<file path="config.mk">
export PLATFORM = sky130hd
export DESIGN_NAME = ring_bus_top
export DESIGN_NICKNAME = d
export VERILOG_FILES = /design/src/design/bus_proto_pkg.sv /design/src/design/host_regs_pkg.sv /design/src/design/node_host_if.sv /design/src/design/apb_node_host.sv /design/src/design/bit_counter.sv /design/src/design/bus_phase_ctrl.sv /design/src/design/ring_bus_top.sv /design/src/design/ring_node.sv /design/src/design/word_shifter.sv
export SDC_FILE = /design/constraint.sdc
export NUM_CORES = 1
export LEC_CHECK = 0
export BUFFER_PORTS_ARGS = -buffer_cell sky130_fd_sc_hd__buf_4
export CORE_MARGIN = 2
export CORE_UTILIZATION = 30
export CTS_BUF_LIST = sky130_fd_sc_hd__clkbuf_4 sky130_fd_sc_hd__clkbuf_8
export CTS_CLUSTER_DIAMETER = 60
export DETAILED_ROUTE_END_ITERATION = 8
export GPL_ROUTABILITY_DRIVEN = 0
export PLACE_DENSITY = 0.51
export SLEW_MARGIN = 20
export SYNTH_ARGS = -nofsm -noshare
export SYNTH_HDL_FRONTEND = slang
export SYNTH_SLANG_ARGS = --single-unit
</file>
<file path="constraint.sdc">
create_clock -name CLK -period 4.2 [get_ports CLK]
set_input_delay 0.21 -clock CLK [delete_from_list [all_inputs] [get_ports CLK]]
set_output_delay 0.21 -clock CLK [all_outputs]
set_load 0.01 [all_outputs]
</file>
<file path="src/design/bus_proto_pkg.sv">
package bus_proto_pkg;

	localparam int ADDR_WIDTH = 8;
	localparam int DATA_WIDTH = 32;

	// cycles spent in bus_reset before the ring returns to idle
	localparam int RESET_HOLD = 4;

	localparam int BIT_POS_WIDTH = 5;
	localparam int HOLD_WIDTH = $clog2(RESET_HOLD);

	typedef logic [ADDR_WIDTH-1:0] addr_t;
	typedef logic [DATA_WIDTH-1:0] data_t;

	typedef enum logic [2:0] {
		bus_idle,
		arbi_resolved,
		drive1,
		latch1,
		drive2,
		latch2,
		bus_reset
	} bus_state_t;

	typedef enum logic [1:0] {
		idle,
		tx,
		rx,
		fwd
	} node_mode_t;

endpackage

</file>
<file path="src/design/host_regs_pkg.sv">
package host_regs_pkg;

	// byte offsets on the 5-bit APB address
	localparam logic [4:0] REG_TX_ADDR = 5'h00;
	localparam logic [4:0] REG_TX_DATA = 5'h04;
	localparam logic [4:0] REG_STATUS = 5'h08;
	localparam logic [4:0] REG_RX_ADDR = 5'h0C;
	localparam logic [4:0] REG_RX_DATA = 5'h10;

	// status register bits
	localparam int ST_BUSY = 0;
	localparam int ST_SUCC = 1;
	localparam int ST_FAIL = 2;
	localparam int ST_RX_VALID = 3;

endpackage

</file>
<file path="src/design/node_host_if.sv">
`timescale 1ns/1ps

interface node_host_if
	import bus_proto_pkg::*;
();

	// transmit request, host to node
	addr_t tx_addr;
	data_t tx_data;
	logic tx_req;
	logic tx_ack;

	// transmit response
	logic tx_succ;
	logic tx_fail;
	logic tx_resp_ack;

	// receive buffer, node to host
	addr_t rx_addr;
	data_t rx_data;
	logic rx_req;
	logic rx_ack;

	modport node (
		input tx_addr, tx_data, tx_req, tx_resp_ack, rx_ack,
		output tx_ack, tx_succ, tx_fail, rx_addr, rx_data, rx_req
	);

	modport host (
		output tx_addr, tx_data, tx_req, tx_resp_ack, rx_ack,
		input tx_ack, tx_succ, tx_fail, rx_addr, rx_data, rx_req
	);

endinterface

</file>
<file path="src/design/apb_node_host.sv">
`timescale 1ns/1ps

module apb_node_host
	import bus_proto_pkg::*;
	import host_regs_pkg::*;
(
	input logic CLK,
	input logic RESET,
	input logic psel,
	input logic penable,
	input logic pwrite,
	input logic [4:0] paddr,
	input data_t pwdata,
	output data_t prdata,
	output logic pready,
	node_host_if.host node
);

	logic busy;
	logic succ;
	logic fail;
	logic rx_valid;
	logic wr_access;
	logic rd_setup;
	logic rd_access;
	logic rx_take;
	addr_t rx_addr_q;
	data_t rx_data_q;
	data_t status;

	assign wr_access = psel & penable & pwrite;
	assign rd_setup = psel & ~penable & ~pwrite;
	assign rd_access = psel & penable & ~pwrite;
	assign rx_take = node.rx_req & ~rx_valid & ~node.rx_ack;

	always_comb
	begin
		status = '0;
		status[ST_BUSY] = busy;
		status[ST_SUCC] = succ;
		status[ST_FAIL] = fail;
		status[ST_RX_VALID] = rx_valid;
	end

	always_ff @(posedge CLK)
	begin
		if (wr_access && (paddr == REG_TX_ADDR))
			node.tx_addr <= pwdata[ADDR_WIDTH-1:0];
		if (wr_access && (paddr == REG_TX_DATA))
			node.tx_data <= pwdata;
		if (rx_take)
		begin
			rx_addr_q <= node.rx_addr;
			rx_data_q <= node.rx_data;
		end
	end

	always_ff @(posedge CLK or negedge RESET)
	begin
		if (!RESET)
		begin
			busy <= 1'b0;
			succ <= 1'b0;
			fail <= 1'b0;
			rx_valid <= 1'b0;
			node.tx_req <= 1'b0;
			node.tx_resp_ack <= 1'b0;
			node.rx_ack <= 1'b0;
			pready <= 1'b0;
			prdata <= '0;
		end
		else
		begin
			// no wait states
			pready <= psel & ~penable;

			if (node.tx_req & node.tx_ack)
				node.tx_req <= 1'b0;
			if (wr_access && (paddr == REG_TX_DATA))
			begin
				node.tx_req <= 1'b1;
				busy <= 1'b1;
			end

			if (wr_access && (paddr == REG_STATUS))
			begin
				succ <= 1'b0;
				fail <= 1'b0;
			end

			// one pulse per response
			node.tx_resp_ack <= (node.tx_succ | node.tx_fail) & ~node.tx_resp_ack;
			if ((node.tx_succ | node.tx_fail) && !node.tx_resp_ack)
			begin
				busy <= 1'b0;
				if (node.tx_succ)
					succ <= 1'b1;
				if (node.tx_fail)
					fail <= 1'b1;
			end

			if (rx_take)
				rx_valid <= 1'b1;
			if (node.rx_ack & ~node.rx_req)
				node.rx_ack <= 1'b0;
			if (rd_access && (paddr == REG_RX_DATA) && rx_valid)
			begin
				rx_valid <= 1'b0;
				node.rx_ack <= 1'b1;
			end

			if (rd_setup)
			begin
				case (paddr)
					REG_TX_ADDR: prdata <= data_t'(node.tx_addr);
					REG_TX_DATA: prdata <= node.tx_data;
					REG_STATUS: prdata <= status;
					REG_RX_ADDR: prdata <= data_t'(rx_addr_q);
					REG_RX_DATA: prdata <= rx_data_q;
					default: prdata <= '0;
				endcase
			end
		end
	end

endmodule

</file>
<file path="src/design/bit_counter.sv">
`timescale 1ns/1ps

module bit_counter
	import bus_proto_pkg::*;
(
	input logic CLK,
	input logic RESET,
	input bus_state_t state,
	input logic field_start,
	output logic [BIT_POS_WIDTH-1:0] bit_pos,
	output logic field_end,
	output logic addr_done,
	output logic hold_done
);

	logic [HOLD_WIDTH-1:0] hold_cnt;

	always_ff @(posedge CLK or negedge RESET)
	begin
		if (!RESET)
		begin
			bit_pos <= BIT_POS_WIDTH'(ADDR_WIDTH - 1);
			addr_done <= 1'b0;
			hold_cnt <= HOLD_WIDTH'(RESET_HOLD - 1);
		end
		else
		begin
			if (field_start)
			begin
				bit_pos <= BIT_POS_WIDTH'(ADDR_WIDTH - 1);
				addr_done <= 1'b0;
			end
			else if (state == latch2)
			begin
				if (bit_pos != '0)
					bit_pos <= bit_pos - 1'b1;
				else if (!addr_done)
				begin
					// address finished, data word follows
					bit_pos <= BIT_POS_WIDTH'(DATA_WIDTH - 1);
					addr_done <= 1'b1;
				end
			end

			// bus_reset is only entered from latch2
			if (state == latch2)
				hold_cnt <= HOLD_WIDTH'(RESET_HOLD - 1);
			else if ((state == bus_reset) && (hold_cnt != '0))
				hold_cnt <= hold_cnt - 1'b1;
		end
	end

	assign field_end = (bit_pos == '0);
	assign hold_done = (state == bus_reset) && (hold_cnt == '0);

endmodule

</file>
<file path="src/design/bus_phase_ctrl.sv">
`timescale 1ns/1ps

module bus_phase_ctrl
	import bus_proto_pkg::*;
#(
	parameter addr_t ADDRESS = 8'h00,
	parameter addr_t ADDRESS_MASK = 8'hff
)
(
	input logic CLK,
	input logic RESET,
	input logic din,
	input logic field_end,
	input logic addr_done,
	input logic hold_done,
	input logic addr_msb,
	input logic data_msb,
	input addr_t rx_addr,
	input logic ring_head,
	output bus_state_t state,
	output logic dout,
	output logic load,
	output logic shift_addr,
	output logic shift_data,
	output logic field_start,
	output logic bus_idle,
	node_host_if.node host
);

	node_mode_t mode;
	logic overflow;
	logic in_sample;
	logic claimed;
	logic dout_q;
	logic ring_out;
	logic toggle;
	logic addr_match;
	logic last_bit;
	logic leave_idle;
	logic win;
	logic rx_signal;
	logic moves_bits;

	assign last_bit = field_end & addr_done;
	// latch1 sample against the live ring in latch2
	assign toggle = in_sample ^ din;
	assign addr_match = ((rx_addr ^ ADDRESS) & ADDRESS_MASK) == '0;
	assign leave_idle = ~dout | ~din;
	// head sees its own pull one cycle late through dout_q
	assign win = ring_head ? claimed : (host.tx_req & din);
	assign rx_signal = (mode == rx) & (overflow | last_bit);
	assign moves_bits = (mode == tx) | (mode == rx);

	assign bus_idle = (state == bus_proto_pkg::bus_idle);
	assign load = bus_idle & leave_idle & win;
	assign field_start = (state == arbi_resolved);
	assign shift_addr = (state == latch1) & ~addr_done & moves_bits;
	assign shift_data = (state == latch1) & addr_done & moves_bits;

	always_comb
	begin
		ring_out = din;
		case (state)
			bus_proto_pkg::bus_idle:
				ring_out = ~host.tx_req & din;
			arbi_resolved:
			begin
				if (mode == tx)
					ring_out = 1'b0;
			end
			drive1, latch1:
			begin
				if (mode == tx)
					ring_out = addr_done ? data_msb : addr_msb;
			end
			drive2, latch2:
			begin
				// ack or interrupt by toggling the ring
				if (rx_signal)
					ring_out = ~in_sample;
			end
			bus_reset:
				ring_out = 1'b1;
			default:
				ring_out = din;
		endcase
	end

	assign dout = ring_head ? dout_q : ring_out;

	always_ff @(posedge CLK or negedge RESET)
	begin
		if (!RESET)
		begin
			state <= bus_proto_pkg::bus_idle;
			mode <= idle;
			overflow <= 1'b0;
			in_sample <= 1'b0;
			claimed <= 1'b0;
			dout_q <= 1'b1;
			host.tx_ack <= 1'b0;
			host.tx_succ <= 1'b0;
			host.tx_fail <= 1'b0;
			host.rx_req <= 1'b0;
		end
		else
		begin
			dout_q <= ring_out;
			claimed <= bus_idle & host.tx_req & din;

			if (host.tx_ack & ~host.tx_req)
				host.tx_ack <= 1'b0;
			if (host.rx_req & host.rx_ack)
				host.rx_req <= 1'b0;
			if (host.tx_resp_ack)
			begin
				host.tx_succ <= 1'b0;
				host.tx_fail <= 1'b0;
			end

			case (state)
				bus_proto_pkg::bus_idle:
				begin
					if (leave_idle)
					begin
						state <= arbi_resolved;
						overflow <= 1'b0;
						if (win)
						begin
							mode <= tx;
							host.tx_ack <= 1'b1;
						end
						else
							mode <= rx;
					end
				end
				arbi_resolved:
					state <= drive1;
				drive1:
					state <= latch1;
				latch1:
				begin
					in_sample <= din;
					state <= drive2;
				end
				drive2:
					state <= latch2;
				latch2:
				begin
					if (last_bit)
					begin
						state <= bus_reset;
						if (mode == tx)
						begin
							if (toggle)
								host.tx_succ <= 1'b1;
							else
								host.tx_fail <= 1'b1;
						end
						if ((mode == rx) && !overflow)
							host.rx_req <= 1'b1;
					end
					else if (toggle)
					begin
						// interrupted by a receiver
						state <= bus_reset;
						if (mode == tx)
							host.tx_fail <= 1'b1;
					end
					else
					begin
						state <= drive1;
						// end of address field
						if (field_end && (mode == rx))
						begin
							if (!addr_match)
								mode <= fwd;
							else if (host.rx_req | host.rx_ack)
								overflow <= 1'b1;
						end
					end
				end
				bus_reset:
				begin
					if (hold_done)
					begin
						state <= bus_proto_pkg::bus_idle;
						mode <= idle;
					end
				end
				default:
					state <= bus_proto_pkg::bus_idle;
			endcase
		end
	end

endmodule

</file>
<file path="src/design/ring_bus_top.sv">
`timescale 1ns/1ps

module ring_bus_top (
	input logic CLK,
	input logic RESET,
	input logic [4:0] paddr,
	input logic pwrite,
	input logic [31:0] pwdata,
	input logic penable,
	input logic psel0,
	input logic psel1,
	output logic [31:0] prdata0,
	output logic [31:0] prdata1,
	output logic pready0,
	output logic pready1,
	output logic bus_idle0,
	output logic bus_idle1
);

	logic ring0;
	logic ring1;

	node_host_if if0 ();
	node_host_if if1 ();

	apb_node_host u_host0 (
		.CLK(CLK), .RESET(RESET),
		.psel(psel0), .penable(penable), .pwrite(pwrite),
		.paddr(paddr), .pwdata(pwdata),
		.prdata(prdata0), .pready(pready0),
		.node(if0.host)
	);

	apb_node_host u_host1 (
		.CLK(CLK), .RESET(RESET),
		.psel(psel1), .penable(penable), .pwrite(pwrite),
		.paddr(paddr), .pwdata(pwdata),
		.prdata(prdata1), .pready(pready1),
		.node(if1.host)
	);

	// node0 holds the ring register
	ring_node #(.ADDRESS(8'h21), .ADDRESS_MASK(8'hff), .RING_HEAD(1'b1)) u_node0 (
		.CLK(CLK), .RESET(RESET),
		.din(ring1), .dout(ring0),
		.bus_idle(bus_idle0), .host(if0.node)
	);

	ring_node #(.ADDRESS(8'h42), .ADDRESS_MASK(8'hff), .RING_HEAD(1'b0)) u_node1 (
		.CLK(CLK), .RESET(RESET),
		.din(ring0), .dout(ring1),
		.bus_idle(bus_idle1), .host(if1.node)
	);

endmodule

</file>
<file path="src/design/ring_node.sv">
`timescale 1ns/1ps

module ring_node
	import bus_proto_pkg::*;
#(
	parameter addr_t ADDRESS = 8'h00,
	parameter addr_t ADDRESS_MASK = 8'hff,
	parameter bit RING_HEAD = 1'b0
)
(
	input logic CLK,
	input logic RESET,
	input logic din,
	output logic dout,
	output logic bus_idle,
	node_host_if.node host
);

	bus_state_t state;
	logic field_end;
	logic addr_done;
	logic hold_done;
	logic field_start;
	logic load;
	logic shift_addr;
	logic shift_data;
	logic addr_msb;
	logic data_msb;
	addr_t addr_value;
	data_t data_value;

	bus_phase_ctrl #(
		.ADDRESS(ADDRESS),
		.ADDRESS_MASK(ADDRESS_MASK)
	) u_ctrl (
		.CLK(CLK),
		.RESET(RESET),
		.din(din),
		.field_end(field_end),
		.addr_done(addr_done),
		.hold_done(hold_done),
		.addr_msb(addr_msb),
		.data_msb(data_msb),
		.rx_addr(addr_value),
		.ring_head(RING_HEAD),
		.state(state),
		.dout(dout),
		.load(load),
		.shift_addr(shift_addr),
		.shift_data(shift_data),
		.field_start(field_start),
		.bus_idle(bus_idle),
		.host(host)
	);

	bit_counter u_counter (
		.CLK(CLK),
		.RESET(RESET),
		.state(state),
		.field_start(field_start),
		.bit_pos(),
		.field_end(field_end),
		.addr_done(addr_done),
		.hold_done(hold_done)
	);

	// shared by transmit and receive
	word_shifter #(.payload_t(addr_t)) u_addr_sh (
		.CLK(CLK),
		.RESET(RESET),
		.load(load),
		.load_value(host.tx_addr),
		.shift(shift_addr),
		.serial_in(din),
		.value(addr_value),
		.msb(addr_msb)
	);

	word_shifter #(.payload_t(data_t)) u_data_sh (
		.CLK(CLK),
		.RESET(RESET),
		.load(load),
		.load_value(host.tx_data),
		.shift(shift_data),
		.serial_in(din),
		.value(data_value),
		.msb(data_msb)
	);

	assign host.rx_addr = addr_value;
	assign host.rx_data = data_value;

endmodule

</file>
<file path="src/design/word_shifter.sv">
`timescale 1ns/1ps

module word_shifter #(
	parameter type payload_t = logic [7:0]
)
(
	input logic CLK,
	input logic RESET,
	input logic load,
	input payload_t load_value,
	input logic shift,
	input logic serial_in,
	output payload_t value,
	output logic msb
);

	localparam int WIDTH = $bits(payload_t);

	always_ff @(posedge CLK or negedge RESET)
	begin
		if (!RESET)
			value <= payload_t'(0);
		else if (load)
			value <= load_value;
		else if (shift)
			value <= payload_t'({value[WIDTH-2:0], serial_in});
	end

	// bit on the ring while transmitting
	assign msb = value[WIDTH-1];

endmodule

</file>
Yosys cells after proc, flatten, opt, wreduce, memory -nomap -nowiden

Index checks and enable logic that the tools add are counted.

Muxes and demuxes: 144
Equality and inequality tests: 40
Bitwise operators: 76
Reductions and logical operators: 71
Add/sub/neg operators: 4

Operator list:

| operator                                            | count |
|---|---|
| one-hot mux 32 bit (5 select lines)                 | 2 |
| 2-to-1 mux 32 bit                                   | 4 |
| 2-to-1 mux 1 bit                                    | 93 |
| bitwise AND 1 bit                                   | 45 |
| one-hot mux 3 bit (7 select lines)                  | 2 |
| 2-to-1 mux 5 bit                                    | 8 |
| nonzero test 2 bit                                  | 20 |
| 2-to-1 mux 2 bit                                    | 18 |
| 2-to-1 mux 8 bit                                    | 4 |
| AND reduction 7 bit                                 | 4 |
| != test 2 x 1 -> 1 bit, second input constant       | 11 |
| 2-to-1 mux 3 bit                                    | 7 |
| logical AND 1 bit                                   | 20 |
| equality test 3 bit, second input constant          | 6 |
| inverter 1 bit                                      | 18 |
| zero test 8 bit                                     | 2 |
| zero test 5 bit                                     | 3 |
| != test 2 bit, second input constant                | 7 |
| equality test 3 x 2 -> 1 bit, second input constant | 4 |
| one-hot mux 2 bit (3 select lines)                  | 2 |
| AND reduction 2 bit                                 | 6 |
| equality test 5 x 4 -> 1 bit, second input constant | 2 |
| one-hot mux 1 bit (5 select lines)                  | 2 |
| nonzero test 5 bit                                  | 2 |
| other kinds (17)                                    | 43 |

Register bits after elaboration: 360
Logic and storage cells: 389
Input port bits: 43

Logic depth before layout (Yosys ltp)

Depth in word-level cells: 11
Mapped depth: 10
Gate-level depth less buffers: 8

Worst setup path after synthesis

No wires, ideal clock.

Kind: input -> register
Start: input port paddr[4]
End: register u_host1.node.tx_data[0], enable pin
Path buffers: 0
Arrival time: 2.379 ns
Cell stages on the path: 4
Slack: 1.398 ns
Cells stage by stage: nor3_1 > nand2_1 > or2_2 > nor2_1

Word-level cells in the longest chain between the ends: 2

RTL lines:

| item                         | line                | RTL |
|---|---|---|
| start: declaration           | ring_bus_top.sv:6   | `input logic [4:0] paddr,` |
| equality test 5 x 3 -> 1 bit | apb_node_host.sv:49 | `if (wr_access && (paddr == REG_TX_DATA))` |
| logical AND 1 bit            | apb_node_host.sv:49 |  |
| end signal: assignment       | apb_node_host.sv:50 | `node.tx_data <= pwdata;` |
| end: declaration             | node_host_if.sv:30  | `output tx_addr, tx_data, tx_req, tx_resp_ack, rx_ack,` |

No other way between the ends.
A chain may end at the register's enable or synchronous reset.

Final worst setup path

Start: register u_node1.u_counter.bit_pos[0]
End: register u_node0.u_data_sh.value[0] in the netlist's numbering

Word-level cells in the longest chain between the ends: 11

RTL lines:

| item                                                           | line                 | RTL |
|---|---|---|
| start: declaration                                             | bit_counter.sv:10    | `output logic [BIT_POS_WIDTH-1:0] bit_pos,` |
| start signal: assignment                                       | bit_counter.sv:22    | `bit_pos <= BIT_POS_WIDTH'(ADDR_WIDTH - 1);` |
| start signal: assignment                                       | bit_counter.sv:30    | `bit_pos <= BIT_POS_WIDTH'(ADDR_WIDTH - 1);` |
| start signal: assignment                                       | bit_counter.sv:36    | `bit_pos <= bit_pos - 1'b1;` |
| zero test 5 bit (*)                                            | bit_counter.sv:53    | `assign field_end = (bit_pos == '0);` |
| bitwise AND 1 bit (*)                                          | bus_phase_ctrl.sv:44 | `assign last_bit = field_end & addr_done;` |
| OR 1 bit (*)                                                   | bus_phase_ctrl.sv:51 | `assign rx_signal = (mode == rx) & (overflow \| last_bit);` |
| bitwise AND 1 bit (*)                                          | bus_phase_ctrl.sv:51 |  |
| 2-to-1 mux 1 bit (*)                                           | bus_phase_ctrl.sv:79 | `if (rx_signal)` |
| one-hot mux 1 bit (5 select lines) (*)                         | bus_phase_ctrl.sv:63 | `case (state)` |
| inverter 1 bit                                                 | bus_phase_ctrl.sv:48 | `assign leave_idle = ~dout \| ~din;` |
| OR 1 bit                                                       | bus_phase_ctrl.sv:48 |  |
| bitwise AND 1 bit (2 in series)                                | bus_phase_ctrl.sv:55 | `assign load = bus_idle & leave_idle & win;` |
| 2-to-1 mux 32 bit / nonzero test 2 bit (equally long branches) | -                    |  |
| end signal: assignment                                         | word_shifter.sv:22   | `value <= payload_t'(0);` |
| end signal: assignment                                         | word_shifter.sv:24   | `value <= load_value;` |
| end signal: assignment                                         | word_shifter.sv:26   | `value <= payload_t'({value[WIDTH-2:0], serial_in});` |
| end: declaration                                               | word_shifter.sv:13   | `output payload_t value,` |

Every way passes the cells marked *; elsewhere a longest branch is shown, timed or not. The select of a mux whose other input is x is not followed.

==> results.sh <==
export IMPL_outcome="completed"
export IMPL_coreArea_um2=47500
export IMPL_crit_path_max_incr_delay_ns=0.64
export IMPL_cp_end_kind="flop"
export IMPL_grt_max_degree=88
export IMPL_setup_viol=0
export IMPL_vias=10000
export IMPL_p_per_area_nw_per_um2=403
export IMPL_cts_hold_buf=38
export IMPL_die_w_um=223
export IMPL_fmax_ghz=0.341
export IMPL_first_global_vias=10400
export IMPL_min_delay_path_class="in -> reg"
export IMPL_cts_root_buf="clkbuf_8"
export IMPL_die_area_um2=49800
export IMPL_timing_slew_headroom=0.302
export IMPL_io_pins=111
export IMPL_synthesis_area_um2=14400
export IMPL_finalCritPeriodShare=0.699
export IMPL_cp_required_ns=4.70
export IMPL_rsz0062_at_grt="false"
export IMPL_portBuffers=110
export IMPL_n_fill_cell=4564
export IMPL_cts_buffers=58
export IMPL_routed_wl_um=39500
export IMPL_clockBufferDepth=3
export IMPL_finalMaxSlewViolations=0
export IMPL_via_per_inst=5.06
export IMPL_dp_hpwl_um=25100
export IMPL_post_cts_setup_buffers=0
export IMPL_die_y_um=223
export IMPL_worst_setup_path_type="reg -> reg"
export IMPL_cts_clk_slew_worst_paths_ns=0.06
export IMPL_final_hold_violation_count=0
export IMPL_detail_route_antenna_nets=0
export IMPL_finalSetupTns_ns=0
export IMPL_period_needed_ns=2.94
export IMPL_cts_tree="built"
export IMPL_syn_area_per_cell_um2=12.6
export IMPL_drt_pre_antenna_iters=6
export IMPL_fin_total_pwr_uw=7100
export IMPL_cts_resized=0
export IMPL_skew_ns=0.0290
export IMPL_antenna_found_initial=0
export IMPL_slowest_stage="a211oi_4"
export IMPL_synth_flop_cell="dfrtp_1"
export IMPL_synthCells=1145
export IMPL_critPathArrivalTime_ns=3.44
export IMPL_total_leakage_power_uw=0.00752
export IMPL_final_common_cell="dfrtp_1"
export IMPL_final_nets=1365
export IMPL_synth_seq_cells=360
export IMPL_start_util=0.303
export IMPL_ir_worst_vdd_mv=0.214
export IMPL_yosysUniqueCellTypes=63
export IMPL_worstPathCellList="inv_1 -> ha_1 -> nor4b_4 -> and4_1 -> o21bai_1 -> a211oi_4 -> buf_4 -> a211oi_1 -> a21o_1"
export IMPL_track_usage=0.161
export IMPL_async_flop_share=0.556
export IMPL_layout_common_cells="dfrtp_1, nand2_1, edfxtp_1, buf_4, a22oi_1"
export IMPL_clk_latency_ns=0.64
export IMPL_drt_iter0_markers=919
export IMPL_worst_pin_slew_ns=1.05
export IMPL_syn_to_final_growth_pct=22.3
export IMPL_drive_gt1_frac=0.201
export IMPL_num_rows=80
export IMPL_clock_sinks=360
export IMPL_wl_per_cell_um=20.0
export IMPL_grt_overflow_total=0
export IMPL_cp_max_fo=23
export IMPL_grt_pass1_wl_um=62100
export IMPL_yosys_warnings=0
export IMPL_synth_edf_count=160
export IMPL_htree_levels=2
export IMPL_yosysSeqAreaShare=0.682
export IMPL_startpoint_type="flop"
export IMPL_maxCapViolCount=0
export IMPL_drc_errors=0
export IMPL_synthesis_nets=1197
flip-flops by register name, indices dropped and copies added, names as in the netlist, 2 cells and up:
name / flops
u_host0.node.tx_data: 32
u_node1.u_ctrl.state: 3
u_host0.node.tx_addr: 8
u_host1.rx_addr_q: 8
u_host1.prdata: 32
u_host0.rx_addr_q: 8
u_node1.u_ctrl.mode: 2
u_node0.u_counter.hold_cnt: 2
u_node1.u_counter.bit_pos: 5
u_host1.rx_data_q: 32
u_host0.rx_data_q: 32
u_node1.u_counter.hold_cnt: 2
u_host1.node.tx_data: 32
u_node1.u_addr_sh.value: 8
u_node0.u_data_sh.value: 32
u_host1.node.tx_addr: 8
u_node0.u_ctrl.state: 3
u_node0.u_counter.bit_pos: 5
u_node1.u_data_sh.value: 32
u_node0.u_ctrl.mode: 2
u_host0.prdata: 32
u_node0.u_addr_sh.value: 8
per-stage QoR:
step	cells	cell area [um^2]	setup slack, ns	hold slack (ns)	utilization
CTS	1976	17600	1.25	0.0598	0.371
global placement	1830	16000	1.34	0.357	0.337
detailed placement	1830	16000	1.25	0.353	0.337
global route	1976	17600	1.00	0.0845	0.371
floorplan	1145	14400	1.40	-0.0856	-
finish	1977	17600	1.26	0.101	0.371
worst max-delay path: cells and delay by family (launching register included):
kind	cells	cell delay (ns)
buf+inv	2	0.50
fa+ha+maj	1	0.20
compound gates	4	1.02
flops	1	0.38
simple gates	2	0.71
where the power goes:
group	internal (uW)	switching, uW
registers	3700	23.7
clock network	1740	1410
logic	93.1	133
total	5530	1570
synth_stat cells (5+ instances only):
cell type / number / area, um^2
dfrtp_1: 189 / 4730
nand2_1: 180 / 676
edfxtp_1: 160 / 4800
a22oi_1: 88 / 661
o21ai_0: 81 / 405
nor2_1: 52 / 195
clkbuf_1: 51 / 191
a21o_1: 50 / 375
a22o_1: 41 / 359
a21oi_1: 30 / 150
inv_1: 30 / 113
a222oi_1: 16 / 160
nand2b_1: 16 / 100
dfstp_2: 11 / 289
a221oi_1: 10 / 87.6
nor3_1: 10 / 50.1
ha_1: 9 / 113
nand3_1: 9 / 45.0
a31oi_1: 8 / 50.1
mux2i_1: 8 / 80.1
nor2b_1: 8 / 50.1
o22a_1: 6 / 52.6
a211oi_1: 5 / 37.5
buf_2: 5 / 25.0
buf_6: 5 / 56.3
metal layers:
layer,share of wire,wire [um],GRT usage
met1,0.45,17900,0.217
met5,0,0,0
met2,0.48,19000,0.267
met4,0.021,818,0.0455
met3,0.047,1870,0.0269
final timing paths:
| kind | cells past startpoint | startpoint | slack, ns | end |
|---|---|---|---|---|
| setup / recovery | 9 | u_node1.u_counter.bit_pos[0] | 1.26 | u_node0.u_data_sh.value[0] |
| hold / removal | 3 | paddr[3] | 0.10 | u_host0.node.tx_req |
| setup reg to reg | 9 | u_node1.u_counter.bit_pos[0] | 1.26 | u_node0.u_data_sh.value[0] |
| hold reg to reg | 1 | u_host1.node.tx_resp_ack | 0.45 | u_host1.node.tx_resp_ack |
| max in group asynchronous | 3 | RESET | 2.89 | u_host0.busy |
| min in group asynchronous | 2 | RESET | 0.20 | u_host0.prdata[5] |
layout make-up:
cell class	count	area [um^2]	share of cell area
diodes	1	2.50	0.000142
repair buffers	171	1400	0.0793
clock buffers	96	1150	0.0654
clock inverters	12	75.1	0.00426
multi-input cells	692	4290	0.243
inverters	30	113	0.00639
flip-flops and latches	360	9820	0.557
well taps	615	769	0.0437
logic make-up (layout without fill, tap and decap cells):
group           after synthesis  in the layout  synth area share
fa+ha+maj                     9              9           0.00781
simple gates                312            312            0.0982
xor+xnor                      3              3           0.00278
flops                       360            360             0.682
mux                           9              9           0.00634
compound gates              359            359             0.176
buf+inv                      93            309            0.0275
other cells                   0              1                 0
No activity file was read; power rests on OpenSTA's default activity.
